<file path="src/dds_config.svh">
`ifndef DDS_CONFIG_SVH
`define DDS_CONFIG_SVH

////////////////////////////////////////////////////////////
// datapath widths
////////////////////////////////////////////////////////////
`define DDS_PHASE_W      32
`define DDS_SAMPLE_W     12
`define DDS_TABLE_BITS   8        // 256 entry sine table

// symbol rate and pseudo-random source
`define DDS_SYMBOL_DIV   32       // clock cycles per symbol
`define DDS_LFSR_SEED    5'b00001

`define DDS_KEY_COUNT    17

////////////////////////////////////////////////////////////
// keyboard make codes, break = make | flag
////////////////////////////////////////////////////////////
`define SC_BREAK_FLAG    8'h80

`define SC_MAKE_1        8'h16
`define SC_MAKE_2        8'h1E
`define SC_MAKE_3        8'h26
`define SC_MAKE_4        8'h25
`define SC_MAKE_5        8'h2E
`define SC_MAKE_6        8'h36
`define SC_MAKE_7        8'h3D
`define SC_MAKE_8        8'h3E
`define SC_MAKE_F1       8'h05
`define SC_MAKE_F2       8'h06
`define SC_MAKE_N        8'h31
`define SC_MAKE_M        8'h3A
`define SC_MAKE_SPACE    8'h29
`define SC_MAKE_LEFT     8'h6B    // arrows
`define SC_MAKE_RIGHT    8'h74
`define SC_MAKE_UP       8'h75
`define SC_MAKE_DOWN     8'h72

`endif
</file>
<file path="src/dds_pkg.sv">
`include "dds_config.svh"

package dds_pkg;

   // accumulator and sample formats
   typedef logic [`DDS_PHASE_W-1:0] phase_t;
   typedef logic signed [`DDS_SAMPLE_W-1:0] sample_t;   // two's complement

   // carrier wave choice
   typedef enum logic [1:0]
   {
      wave_sine   = 2'd0,
      wave_cosine = 2'd1,
      wave_saw    = 2'd2,
      wave_square = 2'd3
   } wave_sel_e;

   // output shaping choice
   typedef enum logic [1:0]
   {
      mod_ask   = 2'd0,
      mod_bpsk  = 2'd1,
      mod_prbs  = 2'd2,
      mod_plain = 2'd3
   } mod_sel_e;

   typedef logic [7:0] key_code_t;

   // bit 16 is key 1 ... bit 0 is down arrow
   typedef logic [`DDS_KEY_COUNT-1:0] held_keys_t;

endpackage

</file>
<file path="src/dds_modem_top.sv">
`timescale 1ns/10ps

module dds_modem_top
(
   input  logic                CLK_25MHZ,
   input  logic                reset_from_key,
   input  dds_pkg::phase_t     phase_inc,
   input  dds_pkg::wave_sel_e  wave_sel,
   input  dds_pkg::mod_sel_e   mod_sel,
   input  logic                event_ready,
   input  dds_pkg::key_code_t  event_code,
   output dds_pkg::sample_t    mod_out,
   output logic                prbs_bit,
   output dds_pkg::held_keys_t held_keys
);
   import dds_pkg::*;

   sample_t sine;
   sample_t cosine;
   sample_t saw;
   sample_t square;

   ////////////////////////////////////////////////////////////
   // signal path, nco -> keying
   ////////////////////////////////////////////////////////////
   dds_waveform_gen i_waveform_gen
   (
      .CLK_25MHZ      (CLK_25MHZ),
      .reset_from_key (reset_from_key),
      .phase_inc      (phase_inc),
      .sine           (sine),
      .cosine         (cosine),
      .saw            (saw),
      .square         (square)
   );

   prbs_source i_prbs_source
   (
      .CLK_25MHZ      (CLK_25MHZ),
      .reset_from_key (reset_from_key),
      .prbs_bit       (prbs_bit)
   );

   keying_modulator i_keying_modulator
   (
      .CLK_25MHZ      (CLK_25MHZ),
      .reset_from_key (reset_from_key),
      .sine           (sine),
      .cosine         (cosine),
      .saw            (saw),
      .square         (square),
      .prbs_bit       (prbs_bit),
      .wave_sel       (wave_sel),
      .mod_sel        (mod_sel),
      .mod_out        (mod_out)
   );

   // keyboard side, independent of the signal path
   held_key_tracker i_held_key_tracker
   (
      .CLK_25MHZ      (CLK_25MHZ),
      .reset_from_key (reset_from_key),
      .event_ready    (event_ready),
      .event_code     (event_code),
      .held_keys      (held_keys)
   );

endmodule

</file>
<file path="src/held_key_tracker.sv">
`timescale 1ns/10ps
`include "dds_config.svh"

module held_key_tracker
(
   input  logic                CLK_25MHZ,
   input  logic                reset_from_key,
   input  logic                event_ready,
   input  dds_pkg::key_code_t  event_code,
   output dds_pkg::held_keys_t held_keys
);
   import dds_pkg::*;

   ////////////////////////////////////////////////////////////
   // make code per bit, leftmost entry lands on the top bit
   ////////////////////////////////////////////////////////////
   localparam key_code_t make_codes [`DDS_KEY_COUNT-1:0] = '{
      `SC_MAKE_1,
      `SC_MAKE_2,
      `SC_MAKE_3,
      `SC_MAKE_4,
      `SC_MAKE_5,
      `SC_MAKE_6,
      `SC_MAKE_7,
      `SC_MAKE_8,
      `SC_MAKE_F1,
      `SC_MAKE_F2,
      `SC_MAKE_N,
      `SC_MAKE_M,
      `SC_MAKE_SPACE,
      `SC_MAKE_LEFT,
      `SC_MAKE_RIGHT,
      `SC_MAKE_UP,
      `SC_MAKE_DOWN
   };

   held_keys_t keys_next;

   // one code matches at most one bit, others keep their state
   always_comb
   begin
      keys_next = held_keys;
      for (int i = 0; i < `DDS_KEY_COUNT; i++)
      begin
         if (event_code == make_codes[i])
            keys_next[i] = 1'b1;
         else if (event_code == (make_codes[i] | `SC_BREAK_FLAG))
            keys_next[i] = 1'b0;   // break form
      end
   end

   always_ff @(posedge CLK_25MHZ)
   begin
      if (reset_from_key)
         held_keys <= '0;
      else if (event_ready)       // code only valid with the strobe
         held_keys <= keys_next;
   end

endmodule

</file>
<file path="src/keying_modulator.sv">
`timescale 1ns/10ps
`include "dds_config.svh"

module keying_modulator
(
   input  logic               CLK_25MHZ,
   input  logic               reset_from_key,
   input  dds_pkg::sample_t   sine,
   input  dds_pkg::sample_t   cosine,
   input  dds_pkg::sample_t   saw,
   input  dds_pkg::sample_t   square,
   input  logic               prbs_bit,
   input  dds_pkg::wave_sel_e wave_sel,
   input  dds_pkg::mod_sel_e  mod_sel,
   output dds_pkg::sample_t   mod_out
);
   import dds_pkg::*;

   // only the sign bit set, for the bit display
   localparam sample_t bit_high = {1'b1, {(`DDS_SAMPLE_W-1){1'b0}}};

   sample_t sel_wave;
   sample_t ask;
   sample_t bpsk;
   sample_t bit_disp;
   sample_t mod_next;

   always_comb
   begin
      case (wave_sel)
         wave_sine:   sel_wave = sine;
         wave_cosine: sel_wave = cosine;
         wave_saw:    sel_wave = saw;
         default:     sel_wave = square;
      endcase
   end

   assign ask      = prbs_bit ? sine : '0;             // ask always keys the sine
   assign bpsk     = prbs_bit ? -sel_wave : sel_wave;  // phase flip on a one
   assign bit_disp = prbs_bit ? bit_high : '0;

   always_comb
   begin
      case (mod_sel)
         mod_ask:  mod_next = ask;
         mod_bpsk: mod_next = bpsk;
         mod_prbs: mod_next = bit_disp;
         default:  mod_next = sel_wave;   // plain carrier
      endcase
   end

   always_ff @(posedge CLK_25MHZ)
   begin
      if (reset_from_key)
         mod_out <= '0;
      else
         mod_out <= mod_next;
   end

endmodule

</file>
<file path="src/prbs_source.sv">
`timescale 1ns/10ps
`include "dds_config.svh"

module prbs_source
(
   input  logic CLK_25MHZ,
   input  logic reset_from_key,
   output logic prbs_bit
);

   localparam int cnt_w = $clog2(`DDS_SYMBOL_DIV);

   typedef logic [cnt_w-1:0] count_t;

   localparam count_t cnt_last = count_t'(`DDS_SYMBOL_DIV - 1);

   count_t     symbol_count;
   logic       symbol_tick;
   logic [4:0] lfsr_state;

   // symbol rate enable, high in the wrap cycle
   assign symbol_tick = (symbol_count == cnt_last);

   always_ff @(posedge CLK_25MHZ)
   begin
      if (reset_from_key)
         symbol_count <= '0;
      else if (symbol_tick)
         symbol_count <= '0;
      else
         symbol_count <= symbol_count + 1'b1;
   end

   // 5 bit fibonacci, taps 5 and 3, period 31
   always_ff @(posedge CLK_25MHZ)
   begin
      if (reset_from_key)
         lfsr_state <= `DDS_LFSR_SEED;
      else if (symbol_tick)
         lfsr_state <= {lfsr_state[3:0], lfsr_state[4] ^ lfsr_state[2]};
   end

   assign prbs_bit = lfsr_state[0];

endmodule

</file>
<file path="src/dds_waveform_gen.sv">
`timescale 1ns/10ps
`include "dds_config.svh"

module dds_waveform_gen
(
   input  logic             CLK_25MHZ,
   input  logic             reset_from_key,
   input  dds_pkg::phase_t  phase_inc,
   output dds_pkg::sample_t sine,
   output dds_pkg::sample_t cosine,
   output dds_pkg::sample_t saw,
   output dds_pkg::sample_t square
);
   import dds_pkg::*;

   typedef logic [`DDS_TABLE_BITS-1:0] table_addr_t;

   localparam int          table_size   = 1 << `DDS_TABLE_BITS;
   localparam table_addr_t quarter_turn = table_addr_t'(table_size / 4);
   localparam sample_t     full_scale   = sample_t'((1 << (`DDS_SAMPLE_W - 1)) - 1);
   localparam real         two_pi       = 6.283185307179586;

   phase_t      phase_acc;
   table_addr_t sin_idx;
   table_addr_t cos_idx;
   sample_t     sine_table [0:table_size-1];

   // round(full_scale * sin(2 pi i / N)), half away from zero
   function automatic sample_t sine_entry(input int i);
      real scaled;
      scaled = real'(full_scale) * $sin(two_pi * real'(i) / real'(table_size));
      if (scaled >= 0.0)
         return sample_t'($rtoi(scaled + 0.5));
      else
         return sample_t'($rtoi(scaled - 0.5));
   endfunction

   initial
   begin
      for (int i = 0; i < table_size; i++)
         sine_table[i] = sine_entry(i);
   end

   ////////////////////////////////////////////////////////////
   // phase accumulator
   ////////////////////////////////////////////////////////////
   always_ff @(posedge CLK_25MHZ)
   begin
      if (reset_from_key)
         phase_acc <= '0;
      else
         phase_acc <= phase_acc + phase_inc;
   end

   assign sin_idx = phase_acc[`DDS_PHASE_W-1 -: `DDS_TABLE_BITS];
   assign cos_idx = sin_idx + quarter_turn;   // 90 degrees ahead, wraps

   ////////////////////////////////////////////////////////////
   // wave registers, one cycle behind the accumulator
   ////////////////////////////////////////////////////////////
   always_ff @(posedge CLK_25MHZ)
   begin
      if (reset_from_key)
      begin
         sine   <= '0;
         cosine <= '0;
         saw    <= '0;
         square <= '0;
      end
      else
      begin
         sine   <= sine_table[sin_idx];
         cosine <= sine_table[cos_idx];
         saw    <= $signed(phase_acc[`DDS_PHASE_W-1 -: `DDS_SAMPLE_W]);  // top bits as ramp
         square <= phase_acc[`DDS_PHASE_W-1] ? -full_scale : full_scale;
      end
   end

endmodule

</file>
<file path="config.mk">
export PLATFORM = sky130hd
export DESIGN_NAME = dds_modem_top
export DESIGN_NICKNAME = d
export VERILOG_FILES = /design/src/dds_pkg.sv /design/src/dds_modem_top.sv /design/src/held_key_tracker.sv /design/src/keying_modulator.sv /design/src/prbs_source.sv /design/src/dds_waveform_gen.sv
export VERILOG_INCLUDE_DIRS = /design/src
export SDC_FILE = /design/constraint.sdc
export NUM_CORES = 1
export LEC_CHECK = 0
export BUFFER_PORTS_ARGS = -buffer_cell sky130_fd_sc_hd__buf_2
export CAP_MARGIN = 0
export CORE_MARGIN = 2
export CORE_UTILIZATION = 40
export DETAILED_ROUTE_END_ITERATION = 6
export SYNTH_ARGS = -nofsm -noshare
export SYNTH_HDL_FRONTEND = slang
export SYNTH_SLANG_ARGS = --single-unit
</file>
<file path="constraint.sdc">
create_clock -name CLK_25MHZ -period 3.6 [get_ports CLK_25MHZ]
set_input_delay 0.72 -clock CLK_25MHZ [delete_from_list [all_inputs] [get_ports CLK_25MHZ]]
set_output_delay 0.72 -clock CLK_25MHZ [all_outputs]
set_load 0.01 [all_outputs]
</file>
==> flow_summary.yaml <==
clock_tree:
  cts_inserted_buffers: 9
  hold_buffers: 0
  clk_latency_ns: 0.36
  cts_root_buf: "clkbuf_16"
  clock-sinks: 109
  cts_max_level: 3
  clockBufferDepth: 2
  ctsResizeCount: 0
  cts_setup_buffers: 0
  cts_tree: "yes"
  path_clk_slew_ns: 0.07
setup_path:
  reg2reg_from: "i_waveform_gen.phase_acc[24]"
  path_max_fanout: 9
  reg2reg_to: "i_waveform_gen.sine[6]"
  cp.required_ns: 3.83
  cp-end-kind: "flip-flop"
  critPathLaunchType: "flip-flop"
  path_delay_family: "multiplexers"
  worst_path_max_delay_cell: "mux4_2"
  path_class: "flip-flop to flip-flop"
  worst-path-buf-inv: 1
  cp_cell_sequence: "inv_1 > ha_1 > and2_1 > nor2_1 > mux4_2 > mux2i_1 > and2_1 > o22ai_1 > a211o_1"
  crit_path_max_incr_delay_ns: 0.52
  r2r_cells: 9
  ff2ff_setup_slack_ns: 0.60
  cp.arrival_ns: 3.23
  startpoint: "i_waveform_gen.phase_acc[24]"
  cp.depth: 9
  endpoint: "i_waveform_gen.sine[6]"
  crit_top_cell: "and2_1"
die:
  initial_core_util_pct: 40.9
  floorplan.die_area_um2: 24500
  die_height_um: 156
  core_area_um2: 22700
  die_width_um: 156
  row_count: 55
  io_pins: 77
status:
  status: "completed"
synth:
  synth_compound_area_share_pct: 29.8
  synth_top_family_by_area: "compound AO/OA/AOI/OAI gates"
  synth-main-ff-cell: "dfxtp_1"
  async_flop_share_pct: 0
  synth_adder_area_share_pct: 6.54
  synth_edf_count: 0
  synth_area_um2: 9300
  synthesis.nets: 1374
  synthCells: 1279
  ys_warn_count: 0
  ys_seq_area_share_pct: 23.5
  yosys.area_share.simple_pct: 24.7
  ys_ff_latch: 109
  synth_mux_area_share_pct: 7.79
  synth_area_per_cell_um2: 7.27
  synth_xor_area_share_pct: 2.26
  synth.distinct_cells: 72
routing:
  drc: 0
  drtIter0Drc: 1295
  drt-met1-wl_um: 14000
  routedWlPerCell_um: 19.4
  avgViaCountPerCell: 6.19
  route.met3.wl_um: 2720
  ant_nets: 0
  drt-pass1-iter-count: 6
  num_vias: 9854
  routed-wl-met2_um: 13100
  top_layer: "met4"
  routed_wl_um: 31000
sta:
  slew_headroom_pct: 40.0
  period_share_pct: 83.4
  finalSetupTns_ns: 0
  fin_crit_ns: 3.00
  fin_skew_ns: 0.0100
  hold_viol_final: 0
  rsz0062_at_grt: "no"
  setup_viol: 0
  tightest_slew_ns: 0.899
  fmax_mhz: 333
  final_max_slew_viol_count: 0
global_routing:
  grt_usage_pct: 25.4
  antenna_found_initial: 0
  overflow: 0
  grt_max_degree: 74
  grt_pass1_wl_um: 49600
  first_global_vias: 9030
layout:
  antenna_cells: 0
  drive_above_1_share_pct: 13.5
  area_growth_pct: 10.3
  finalNonFillerCells: 1592
  utilization_pct: 45.2
  final_cell_mix: "nor2_1 (163), nand2_1 (119), a21oi_1 (119)"
  nets: 1397
  final_common_cell: "nor2_1"
placed_design:
  hpwl_um: 22600
  io_buffers: 76
  gp_congestion: 0.941
  dp_cells: 1576
flow_run:
  drv_cap: 0
power_and_ir_drop:
  ir_drop_mv: 0.465
  p_leak_nw: 4.19
  power_density_nw_per_um2: 936
worst_hold_path:
  hold_class: "flip-flop to flip-flop"
==> area by class of cell <==
class                           instances  area (µm²)
Clock buffer                            9         225
Clock inverter                          7        81.3
Fill cell                            2383       12500
Inverter                               31         116
Multi-Input combinational cell       1037        6610
Sequential cell                       109        2190
Tap cell                              285         357
Timing Repair Buffer                  114         681
==> sequential cells by signal, summed over array words and instances (netlist names) <==
| register | flops |
|---|---|
| i_waveform_gen.phase_acc | 32 |
| i_prbs_source.symbol_count | 5 |
| i_waveform_gen.cosine | 12 |
| i_waveform_gen.sine | 12 |
| i_waveform_gen.square | 2 |
| i_waveform_gen.saw | 12 |
| i_prbs_source.lfsr_state | 5 |
| i_keying_modulator.mod_out | 12 |
| i_held_key_tracker.held_keys | 17 |
==> power by group <==
part           internal [mW]  switching, mW  total, mW
clock network          0.551          0.470       1.02
registers               1.54          0.308       1.85
logic                   2.57           4.16       6.73
==> metal layers <==
| metal | track usage [%] | vias to the layer above |
|---|---|---|
| li1 | - | 4748 |
| met1 | 35.1 | 4519 |
| met2 | 38.9 | 499 |
| met3 | 4.87 | 88 |
| met4 | 10.3 | 0 |
| met5 | 0 | - |
==> per-stage QoR <==
step | setup WS, ns | hold WS [ns] | power, mW | area (µm²)
after floorplan | 0.473 | 0.427 | 6.49 | 9300
after global placement | 0.302 | 0.445 | 8.39 | 9950
after detailed placement | 0.287 | 0.461 | 8.38 | 9950
after CTS | 0.651 | 0.471 | 9.44 | 10300
after global routing | 0.513 | 0.502 | 10.3 | 10300
final | 0.597 | 0.466 | 9.60 | 10300
==> kinds of logic after synthesis <==
family                   after synthesis
multiplexers                          52
flip-flops                           109
buffers and inverters                133
XOR/XNOR                              24
AO/OA/AOI/OAI                        424
adder cells (fa/ha/maj)               48
AND/OR/NAND/NOR                      489
==> worst register-to-register path, cell delays in order, from the launching register on <==
cell	delay, ns
dfxtp_1	0.36
inv_1	0.13
ha_1	0.49
and2_1	0.31
nor2_1	0.11
mux4_2	0.52
mux2i_1	0.35
and2_1	0.21
o22ai_1	0.07
a211o_1	0.32
==> synth_stat cells, types with 16 or more instances <==
cell,n,share of area (%)
o22ai_1,16,1.1
nand2_1,119,4.8
nor3_1,44,2.4
a21o_1,16,1.3
buf_1,17,0.69
a211oi_1,38,3.1
a31oi_1,20,1.3
ha_1,47,6.3
nor2_1,163,6.6
o21ai_0,85,4.6
dfxtp_1,109,23
nor2b_1,34,2.3
inv_1,29,1.2
clkbuf_1,82,3.3
and3_1,20,1.3
nand2b_1,33,2.2
nand3_1,27,1.5
mux2i_1,24,2.6
o211ai_1,17,1.4
a21oi_1,119,6.4
==> worst min-delay path by stage <==
stage               slack (ns)                             to                     startpoint  cells after the start
CTS                       0.47  i_prbs_source.symbol_count[0]  i_prbs_source.symbol_count[0]                      1
global placement          0.45  i_prbs_source.symbol_count[0]  i_prbs_source.symbol_count[0]                      1
finish                    0.47  i_prbs_source.symbol_count[0]  i_prbs_source.symbol_count[0]                      1
floorplan                 0.43  i_prbs_source.symbol_count[0]  i_prbs_source.symbol_count[0]                      1
detailed placement        0.46  i_prbs_source.symbol_count[0]  i_prbs_source.symbol_count[0]                      1
global route              0.50          i_waveform_gen.saw[1]   i_waveform_gen.phase_acc[21]                      1
(Power assumes the default switching activity.)
